## config.mk

```make
export PLATFORM = sky130hd
export DESIGN_NAME = csr_unit
export DESIGN_NICKNAME = d
export VERILOG_FILES = /design/src/rtl/csr_pkg.sv /design/src/rtl/csr_access.sv /design/src/rtl/csr_regfile.sv /design/src/rtl/csr_trap_eval.sv /design/src/rtl/csr_unit.sv
export SDC_FILE = /design/constraint.sdc
export NUM_CORES = 1
export LEC_CHECK = 0
export BUFFER_PORTS_ARGS = -buffer_cell sky130_fd_sc_hd__buf_2
export CORE_UTILIZATION = 50
export DETAILED_ROUTE_END_ITERATION = 8
export PLACE_DENSITY = 0.73
export SLEW_MARGIN = 5
export SYNTH_ARGS = -nofsm -noshare
export SYNTH_HDL_FRONTEND = slang
export SYNTH_SLANG_ARGS = --single-unit
```

## constraint.sdc

```tcl
create_clock -name s_clk_i -period 4.92 [get_ports s_clk_i]
set_input_delay 1.476 -clock s_clk_i [delete_from_list [all_inputs] [get_ports s_clk_i]]
set_output_delay 1.476 -clock s_clk_i [all_outputs]
set_load 0.05 [all_outputs]
```

## src/rtl/csr_pkg.sv

```systemverilog
// machine-mode CSR unit definitions
// CSR addresses, cause codes, stage encodings and the structs shared between blocks
`default_nettype none

package csr_pkg;

    localparam int XLEN       = 32;
    localparam int CSR_ADDR_W = 12;
    localparam int CAUSE_W    = 5;

    // standard machine CSR addresses
    localparam logic [CSR_ADDR_W-1:0] MSTATUS   = 12'h300;
    localparam logic [CSR_ADDR_W-1:0] MISA      = 12'h301;
    localparam logic [CSR_ADDR_W-1:0] MIE       = 12'h304;
    localparam logic [CSR_ADDR_W-1:0] MTVEC     = 12'h305;
    localparam logic [CSR_ADDR_W-1:0] MSCRATCH  = 12'h340;
    localparam logic [CSR_ADDR_W-1:0] MEPC      = 12'h341;
    localparam logic [CSR_ADDR_W-1:0] MCAUSE    = 12'h342;
    localparam logic [CSR_ADDR_W-1:0] MTVAL     = 12'h343;
    localparam logic [CSR_ADDR_W-1:0] MIP       = 12'h344;
    localparam logic [CSR_ADDR_W-1:0] MCYCLE    = 12'hB00;
    localparam logic [CSR_ADDR_W-1:0] MINSTRET  = 12'hB02;
    localparam logic [CSR_ADDR_W-1:0] MCYCLEH   = 12'hB80;
    localparam logic [CSR_ADDR_W-1:0] MINSTRETH = 12'hB82;
    localparam logic [CSR_ADDR_W-1:0] MHARTID   = 12'hF14;

    localparam logic [XLEN-1:0] MISA_VAL         = 32'h4000_1104; // MXL=1, I, M, C
    localparam logic [XLEN-1:0] MSTATUS_MPP_BITS = 32'h0000_1800; // MPP fixed to M
    localparam logic [XLEN-1:0] MIE_MASK         = 32'h0000_0888; // MEIE, MTIE, MSIE

    // exception causes
    localparam logic [CAUSE_W-1:0] EXC_IACCESS   = 5'd1;
    localparam logic [CAUSE_W-1:0] EXC_ILLEGAL   = 5'd2;
    localparam logic [CAUSE_W-1:0] EXC_EBREAK    = 5'd3;
    localparam logic [CAUSE_W-1:0] EXC_LMISALIGN = 5'd4;
    localparam logic [CAUSE_W-1:0] EXC_SMISALIGN = 5'd6;
    localparam logic [CAUSE_W-1:0] EXC_ECALL_M   = 5'd11;

    // interrupt causes, bit 31 of mcause added on entry
    localparam logic [CAUSE_W-1:0] INT_MSI = 5'd3;
    localparam logic [CAUSE_W-1:0] INT_MTI = 5'd7;
    localparam logic [CAUSE_W-1:0] INT_MEI = 5'd11;

    typedef enum logic [3:0] {
        OP_NONE,
        OP_OTHER,
        OP_CSRRW,
        OP_CSRRS,
        OP_CSRRC,
        OP_ECALL,
        OP_EBREAK,
        OP_MRET,
        OP_LOAD_W,
        OP_LOAD_H,
        OP_LOAD_B,
        OP_STORE_W,
        OP_STORE_H,
        OP_STORE_B
    } instr_op_e;

    typedef enum logic [1:0] {
        MIS_NONE,
        MIS_ILLEGAL,
        MIS_FETCH_ERR
    } imiscon_e;

    typedef struct packed {
        logic                  valid;
        instr_op_e             op;
        imiscon_e              misc;
        logic [CSR_ADDR_W-1:0] csr_addr;
        logic [XLEN-1:0]       val;      // CSR operand or load/store address
        logic [XLEN-1:0]       pc;
    } stage_instr_t;

    typedef struct packed {
        logic meip;
        logic mtip;
        logic msip;
    } irq_lines_t;

    typedef struct packed {
        logic               exception;
        logic               int_pending;
        logic [CAUSE_W-1:0] exc_code;
        logic [CAUSE_W-1:0] int_code;
        logic               tval_addr;   // mtval takes val
    } trap_req_t;

    typedef struct packed {
        logic                  we;
        logic [CSR_ADDR_W-1:0] addr;
        logic [XLEN-1:0]       data;
    } csr_wr_t;

    typedef struct packed {
        logic            exception;
        logic            int_pending;
        logic            treturn;
        logic [XLEN-1:0] exc_trap;
        logic [XLEN-1:0] int_trap;
        logic [XLEN-1:0] mepc;
    } trap_out_t;

    // register view handed from the register file to the read path
    typedef struct packed {
        logic            mstatus_mpie;
        logic            mstatus_mie;
        logic [XLEN-1:0] mie;
        logic [XLEN-1:0] mip;
        logic [XLEN-1:0] mtvec;
        logic [XLEN-1:0] mscratch;
        logic [XLEN-1:0] mepc;
        logic [XLEN-1:0] mcause;
        logic [XLEN-1:0] mtval;
        logic [XLEN-1:0] mcycle;
        logic [XLEN-1:0] mcycleh;
        logic [XLEN-1:0] minstret;
        logic [XLEN-1:0] minstreth;
    } csr_state_t;

endpackage

`default_nettype wire

```

## src/rtl/csr_access.sv

```systemverilog
// CSR access path
// decodes the CSR address, selects the read value and forms the write request
`timescale 1ns/100ps
`default_nettype none

module csr_access (
    input  csr_pkg::stage_instr_t      s_instr_i,
    input  logic                       s_flush_i,
    input  logic                       s_stall_i,
    input  csr_pkg::csr_state_t        s_state_i,
    output logic [csr_pkg::XLEN-1:0]   s_rdata_o,
    output csr_pkg::csr_wr_t           s_wr_o
);
    import csr_pkg::*;

    logic            csr_op;
    logic [XLEN-1:0] rdata;
    logic [XLEN-1:0] wdata;

    assign csr_op = (s_instr_i.op == OP_CSRRW) | (s_instr_i.op == OP_CSRRS) |
                    (s_instr_i.op == OP_CSRRC);

    always_comb begin : read_mux
        case (s_instr_i.csr_addr)
            MSTATUS:   rdata = MSTATUS_MPP_BITS |
                               {24'b0, s_state_i.mstatus_mpie, 3'b0, s_state_i.mstatus_mie, 3'b0};
            MISA:      rdata = MISA_VAL;
            MIE:       rdata = s_state_i.mie;
            MTVEC:     rdata = s_state_i.mtvec;
            MSCRATCH:  rdata = s_state_i.mscratch;
            MEPC:      rdata = s_state_i.mepc;
            MCAUSE:    rdata = s_state_i.mcause;
            MTVAL:     rdata = s_state_i.mtval;
            MIP:       rdata = s_state_i.mip;
            MCYCLE:    rdata = s_state_i.mcycle;
            MCYCLEH:   rdata = s_state_i.mcycleh;
            MINSTRET:  rdata = s_state_i.minstret;
            MINSTRETH: rdata = s_state_i.minstreth;
            MHARTID:   rdata = '0;           // single hart
            default:   rdata = '0;
        endcase
    end

    // read-modify-write on the value before this instruction
    always_comb begin : modify_value
        case (s_instr_i.op)
            OP_CSRRW: wdata = s_instr_i.val;
            OP_CSRRS: wdata = rdata | s_instr_i.val;
            OP_CSRRC: wdata = rdata & ~s_instr_i.val;
            default:  wdata = rdata;
        endcase
    end

    assign s_rdata_o = rdata;

    assign s_wr_o.we   = csr_op & s_instr_i.valid & ~s_flush_i & ~s_stall_i;
    assign s_wr_o.addr = s_instr_i.csr_addr;
    assign s_wr_o.data = wdata;

endmodule

`default_nettype wire

```

## src/rtl/csr_regfile.sv

```systemverilog
// machine CSR register file
// trap entry, mret, counters, CSR writes and the trap-handler addresses
`timescale 1ns/100ps
`default_nettype none

module csr_regfile (
    input  logic                  s_clk_i,
    input  logic                  reset_i,
    input  csr_pkg::stage_instr_t s_instr_i,
    input  logic                  s_stall_i,
    input  logic                  s_flush_i,
    input  logic                  s_interrupted_i,   // core approved an interrupt
    input  csr_pkg::irq_lines_t   s_irq_i,
    input  csr_pkg::trap_req_t    s_trap_i,
    input  csr_pkg::csr_wr_t      s_wr_i,
    output csr_pkg::csr_state_t   s_state_o,
    output csr_pkg::trap_out_t    s_trap_o
);
    import csr_pkg::*;

    csr_state_t      r_csr;
    logic            commit;
    logic            trap_entry;
    logic            treturn;
    logic            mret_go;
    logic            instr_ret;
    logic [63:0]     cycle_inc;
    logic [63:0]     instret_inc;
    logic [XLEN-1:0] exc_trap;
    logic [XLEN-1:0] int_vec;

    assign commit     = s_instr_i.valid & ~s_flush_i & ~s_stall_i;
    assign trap_entry = commit & (s_trap_i.exception | s_interrupted_i);
    assign treturn    = s_instr_i.valid & ~s_flush_i & (s_instr_i.op == OP_MRET) &
                        ~s_trap_i.exception;
    assign mret_go    = treturn & ~s_stall_i;
    assign instr_ret  = commit & ~s_trap_i.exception & (s_instr_i.op != OP_NONE);

    assign cycle_inc   = {r_csr.mcycleh, r_csr.mcycle} + 64'd1;
    assign instret_inc = {r_csr.minstreth, r_csr.minstret} + 64'd1;

    always_ff @(posedge s_clk_i) begin
        if (reset_i) begin
            r_csr <= '0;
        end else begin
            r_csr.mip <= {20'b0, s_irq_i.meip, 3'b0, s_irq_i.mtip, 3'b0, s_irq_i.msip, 3'b0};
            {r_csr.mcycleh, r_csr.mcycle} <= cycle_inc;
            if (instr_ret) begin
                {r_csr.minstreth, r_csr.minstret} <= instret_inc;
            end

            if (trap_entry) begin
                r_csr.mepc         <= s_instr_i.pc;
                r_csr.mstatus_mpie <= r_csr.mstatus_mie;
                r_csr.mstatus_mie  <= 1'b0;
                if (s_interrupted_i) begin
                    r_csr.mcause <= {1'b1, {(XLEN-CAUSE_W-1){1'b0}}, s_trap_i.int_code};
                end else begin
                    r_csr.mcause <= {{(XLEN-CAUSE_W){1'b0}}, s_trap_i.exc_code};
                    r_csr.mtval  <= s_trap_i.tval_addr ? s_instr_i.val : '0;
                end
            end else if (mret_go) begin
                r_csr.mstatus_mie  <= r_csr.mstatus_mpie;
                r_csr.mstatus_mpie <= 1'b1;
            end else if (s_wr_i.we) begin
                // counter writes land after the increments above and win
                case (s_wr_i.addr)
                    MSTATUS: begin
                        r_csr.mstatus_mie  <= s_wr_i.data[3];
                        r_csr.mstatus_mpie <= s_wr_i.data[7];
                    end
                    MIE:       r_csr.mie       <= s_wr_i.data & MIE_MASK;
                    MTVEC:     r_csr.mtvec     <= {s_wr_i.data[XLEN-1:2], 1'b0, s_wr_i.data[0]};
                    MSCRATCH:  r_csr.mscratch  <= s_wr_i.data;
                    MEPC:      r_csr.mepc      <= s_wr_i.data;
                    MCAUSE:    r_csr.mcause    <= s_wr_i.data;
                    MTVAL:     r_csr.mtval     <= s_wr_i.data;
                    MCYCLE:    r_csr.mcycle    <= s_wr_i.data;
                    MCYCLEH:   r_csr.mcycleh   <= s_wr_i.data;
                    MINSTRET:  r_csr.minstret  <= s_wr_i.data;
                    MINSTRETH: r_csr.minstreth <= s_wr_i.data;
                    default: ;                   // read-only or unknown
                endcase
            end
        end
    end

    // handler addresses, vectored mode offsets interrupts by 4*cause
    assign exc_trap = {r_csr.mtvec[XLEN-1:2], 2'b00};
    assign int_vec  = exc_trap + {{(XLEN-CAUSE_W-2){1'b0}}, s_trap_i.int_code, 2'b00};

    assign s_state_o = r_csr;

    assign s_trap_o.exception   = s_trap_i.exception;
    assign s_trap_o.int_pending = s_trap_i.int_pending;
    assign s_trap_o.treturn     = treturn;
    assign s_trap_o.exc_trap    = exc_trap;
    assign s_trap_o.int_trap    = r_csr.mtvec[0] ? int_vec : exc_trap;
    assign s_trap_o.mepc        = r_csr.mepc;

endmodule

`default_nettype wire

```

## src/rtl/csr_trap_eval.sv

```systemverilog
// trap evaluation
// flags and prioritises synchronous exceptions, evaluates pending interrupts
`timescale 1ns/100ps
`default_nettype none

module csr_trap_eval (
    input  csr_pkg::stage_instr_t      s_instr_i,
    input  logic                       s_mstatus_mie_i,
    input  logic [csr_pkg::XLEN-1:0]   s_mie_i,
    input  logic [csr_pkg::XLEN-1:0]   s_mip_i,
    output csr_pkg::trap_req_t         s_trap_o
);
    import csr_pkg::*;

    logic            is_word;
    logic            is_half;
    logic            is_store;
    logic            misaligned;
    logic            exc_iaccess;
    logic            exc_illegal;
    logic            exc_ecall;
    logic            exc_ebreak;
    logic            exc_misalign;
    logic [XLEN-1:0] pend;

    assign is_word  = (s_instr_i.op == OP_LOAD_W) | (s_instr_i.op == OP_STORE_W);
    assign is_half  = (s_instr_i.op == OP_LOAD_H) | (s_instr_i.op == OP_STORE_H);
    assign is_store = (s_instr_i.op == OP_STORE_W) | (s_instr_i.op == OP_STORE_H) |
                      (s_instr_i.op == OP_STORE_B);

    // byte accesses never misalign
    assign misaligned = (is_word & (|s_instr_i.val[1:0])) | (is_half & s_instr_i.val[0]);

    assign exc_iaccess  = s_instr_i.valid & (s_instr_i.misc == MIS_FETCH_ERR);
    assign exc_illegal  = s_instr_i.valid & (s_instr_i.misc == MIS_ILLEGAL);
    assign exc_ecall    = s_instr_i.valid & (s_instr_i.op == OP_ECALL);
    assign exc_ebreak   = s_instr_i.valid & (s_instr_i.op == OP_EBREAK);
    assign exc_misalign = s_instr_i.valid & misaligned;

    assign s_trap_o.exception = exc_iaccess | exc_illegal | exc_ecall | exc_ebreak |
                                exc_misalign;

    always_comb begin : exc_priority
        s_trap_o.exc_code  = '0;
        s_trap_o.tval_addr = 1'b0;
        if (exc_iaccess) begin
            s_trap_o.exc_code = EXC_IACCESS;
        end else if (exc_illegal) begin
            s_trap_o.exc_code = EXC_ILLEGAL;
        end else if (exc_ecall) begin
            s_trap_o.exc_code = EXC_ECALL_M;
        end else if (exc_ebreak) begin
            s_trap_o.exc_code = EXC_EBREAK;
        end else if (exc_misalign) begin
            s_trap_o.exc_code  = is_store ? EXC_SMISALIGN : EXC_LMISALIGN;
            s_trap_o.tval_addr = 1'b1;       // faulting address goes to mtval
        end
    end

    assign pend = s_mie_i & s_mip_i;

    assign s_trap_o.int_pending = (|pend) & s_mstatus_mie_i;

    always_comb begin : int_priority
        if (pend[11]) begin
            s_trap_o.int_code = INT_MEI;
        end else if (pend[3]) begin
            s_trap_o.int_code = INT_MSI;
        end else if (pend[7]) begin
            s_trap_o.int_code = INT_MTI;
        end else begin
            s_trap_o.int_code = '0;          // nothing pending
        end
    end

endmodule

`default_nettype wire

```

## src/rtl/csr_unit.sv

```systemverilog
// machine-mode CSR unit top
// joins trap evaluation, CSR access and the register file beside the MA stage
`timescale 1ns/100ps
`default_nettype none

module csr_unit (
    input  logic                       s_clk_i,
    input  logic                       reset_i,
    input  csr_pkg::stage_instr_t      s_instr_i,
    input  logic                       s_stall_i,
    input  logic                       s_flush_i,
    input  logic                       s_interrupted_i,
    input  csr_pkg::irq_lines_t        s_irq_i,
    output logic [csr_pkg::XLEN-1:0]   s_csr_r_o,      // value before this write
    output csr_pkg::trap_out_t         s_trap_o
);
    import csr_pkg::*;

    trap_req_t  trap_req;
    csr_wr_t    csr_wr;
    csr_state_t csr_state;

    csr_trap_eval i_csr_trap_eval (
        .s_instr_i       (s_instr_i),
        .s_mstatus_mie_i (csr_state.mstatus_mie),
        .s_mie_i         (csr_state.mie),
        .s_mip_i         (csr_state.mip),
        .s_trap_o        (trap_req)
    );

    csr_access i_csr_access (
        .s_instr_i (s_instr_i),
        .s_flush_i (s_flush_i),
        .s_stall_i (s_stall_i),
        .s_state_i (csr_state),
        .s_rdata_o (s_csr_r_o),
        .s_wr_o    (csr_wr)
    );

    csr_regfile i_csr_regfile (
        .s_clk_i         (s_clk_i),
        .reset_i         (reset_i),
        .s_instr_i       (s_instr_i),
        .s_stall_i       (s_stall_i),
        .s_flush_i       (s_flush_i),
        .s_interrupted_i (s_interrupted_i),
        .s_irq_i         (s_irq_i),
        .s_trap_i        (trap_req),
        .s_wr_i          (csr_wr),
        .s_state_o       (csr_state),
        .s_trap_o        (s_trap_o)
    );

endmodule

`default_nettype wire

```

==> metrics.yaml <==
run_status:
  status: "complete, but fails checks"
  violations: "slew limit, setup timing"
placed_design:
  gp_routability_congestion: 1.15
  dp_hpwl_microns: 73000
  port_buffers: 217
  place_area_sq_um: 20900
  dpl.cell_count: 2982
timing:
  max_freq_ghz: 0.201
  fin_ws_ps: -44.9
  setup_violations: 3
  fin_worst_skew_ps: 30.4
  min_period_ps: 4960
  period_share_pct: 101
  maxSlewHeadroom_pct: -9.49
  final-hold-violation-count: 0
  worstMarginPinSlew_ps: 1640
  slew_viol_final: 6
  rsz0062_at_grt: "yes"
global_route:
  grt_pass1_vias: 19147
  grt_use_total_pct: 51.5
  grt_pass1_wl_microns: 135000
  antenna_found_initial: 6
  overflow: 0
  grt_max_degree: 115
setup_path:
  worstPathArrival_ps: 3490
  cp_max_fo: 13
  crit_top_cell: "buf_4"
  crit_required_ps: 3440
  cp_cell_sequence: "buf_2 > buf_4 > nor4_4 > buf_4 > and3_4 > buf_12 > buf_4 > a222oi_1 > nand3_1 > buf_4"
  cpPeakStageDelay_ps: 450
  worst_setup_path_start_kind: "input pin"
  endpoint_kind: "output port"
  crit_type: "input pin to output port"
  cpMaxStageDelayCell: "a222oi_1"
floorplanning:
  core.rowCount: 69
  die_width_microns: 191
  die_height_microns: 191
  fp.coreArea_sq_um: 35400
  start_util_pct: 50.7
  io_pins: 222
  dieArea_sq_um: 36600
logic_synthesis:
  syn_area_sq_um: 17900
  yosys-mux-area-fraction_pct: 3.82
  ys_async_sr_fraction_pct: 0
  yosysTopAreaCell: "dfxtp_1"
  synth_fa_ha_area_share_pct: 0.530
  synth_compound_area_share_pct: 24.0
  ys_seq_area_share_pct: 32.9
  synth-edff-count: 0
  syn_inst: 2264
  synth_area_per_cell_sq_um: 7.92
  yosys_warnings: 0
  synth_top_family_by_area: "simple AND/OR/NAND/NOR gates"
  ys_ff_latch: 295
  synth_area_leaders: "dfxtp_1 33%, a211oi_1 8.0%, nor2_1 6.8%"
  synth-simple-area-share_pct: 24.0
  yosysUniqueCellTypes: 83
  synth-xor-area-share_pct: 7.47
  ys.flop_type: "dfxtp_1"
  synth_top_area_share_pct: 32.9
cts:
  cts_root_buffer: "clkbuf_16"
  htreeDepth: 2
  clock_latency_ps: 580
  cts.path.max_buffers: 3
  cts_buffers: 35
  clk_pin_slew_ps: 60
  cts_sinks: 295
  hold_buffers: 0
  cts_tree: "done"
finish:
  mostFrequentLayoutCell: "nor2_1"
  nFillCells: 3100
  drive_above_1_share_pct: 25.8
  register_area_sq_um: 5910
  syn_to_final_growth_pct: 25.8
  design_area_sq_um: 22600
  largest_register_ffs: 295
  layout.nets: 2674
  multi_input_area_sq_um: 11100
  final_cells: 3065
  final_util_pct: 63.8
  final_cell_mix: "322 x nor2_1, 295 x dfxtp_1, 289 x buf_4"
detailed_routing:
  vias: 21391
  drc_errors: 0
  routedWlPerCell_microns: 31.3
  drt-pass1-iter-count: 6
  finalWirelength_microns: 95800
  drtIter0Drc: 3509
  drt-vias-per-instance: 6.98
  drtAntennaViolNets: 0
flow_run:
  drv_cap: 0
min_path:
  min_path_type: "flip-flop to flip-flop"
power_and_ir_drop:
  vdd_drop_max_uv: 296
  power.total_mw: 5.61
  powerDensity_nw_per_um2: 248
  leakage_nw: 8.65
-- per-stage QoR --
| stage | setup WS (ps) | hold slack (ps) | setup TNS, ps |
|---|---|---|---|
| floorplan | -48.1 | 420 | -82.8 |
| global placement | -191 | 429 | -2060 |
| detailed placement | -163 | 442 | -1950 |
| CTS | -67.1 | 455 | -172 |
| global route | -19.6 | 488 | -58.9 |
| finish | -44.9 | 454 | -74.3 |
-- logic make-up after synthesis --
group / Yosys count
AND/OR/NAND/NOR: 890
AO/OA/AOI/OAI: 588
flip-flops: 295
buffers and inverters: 273
XOR/XNOR: 153
multiplexers: 57
adder cells (fa/ha/maj): 7
other: 1
-- final cells by class --
class                           count  area share (%)
Antenna cell                        3          0.0333
Clock buffer                       52            4.48
Clock inverter                     10           0.421
Inverter                           38           0.649
Multi-Input combinational cell   1699            49.4
Sequential cell                   295            26.2
Tap cell                          461            2.56
Timing Repair Buffer              507            16.3
-- Yosys cell counts, types with 10 or more instances --
cell,instances
a22o_1,18
nand3_1,81
mux2_2,21
buf_4,67
and3_1,28
a311oi_1,10
o2bb2ai_1,15
a22oi_1,59
inv_1,38
nor2_1,326
clkbuf_1,151
a221oi_1,21
nand2b_1,10
xor2_1,81
xnor2_1,72
mux2i_1,29
and4_1,14
o21ai_0,72
dfxtp_1,295
a211oi_1,191
nor4_1,39
nand2_1,163
o21a_1,15
o22ai_1,38
a2bb2oi_1,25
nand4_1,54
a21oi_1,35
nor3_1,83
and2_1,17
-- critical path: cells and delay by family --
kind / cells / cell delay (ps)
buffers and inverters: 6 / 1060
AND/OR/NAND/NOR: 3 / 470
AO/OA/AOI/OAI: 1 / 450
-- what timing repair did --
action | in CTS | in global routing
setup buffers | 2 | 15
endpoints found under the setup margin | 36 | 37
gates resized for setup | 41 | 54
cloned | 0 | 0
pin swaps | 5 | 11
-- path summary, 6_finish.rpt --
kind                                startpoint                           end  slack (ps)  cells after the start
hold / removal    i_csr_regfile.s_state_o[182]  i_csr_regfile.s_state_o[182]         450                      2
hold reg to reg   i_csr_regfile.s_state_o[182]  i_csr_regfile.s_state_o[182]         450                      2
setup / recovery                 s_instr_i[70]                 s_csr_r_o[28]         -40                     10
setup reg to reg   i_csr_regfile.s_state_o[69]   i_csr_regfile.s_state_o[93]        1450                      7
-- report_power, final --
part | total [mW] | internal [mW] | switching, mW | leakage (nW)
combinational | 0.564 | 0.175 | 0.389 | 5.74
clock | 2.61 | 1.48 | 1.12 | 0.538
sequential | 2.44 | 2.41 | 0.0254 | 2.38
-- per-layer routing --
metal / part of all wire (%) / wire (microns) / up-vias / track usage (%)
met4: 7.9 / 7570 / 2 / 32.5
met3: 14 / 13700 / 431 / 13.8
met1: 38 / 36600 / 10113 / 69.3
met5: 0.014 / 13 / - / 0
met2: 40 / 38000 / 1878 / 72.3
li1: - / - / 8967 / -
(Power assumes the default switching activity.)
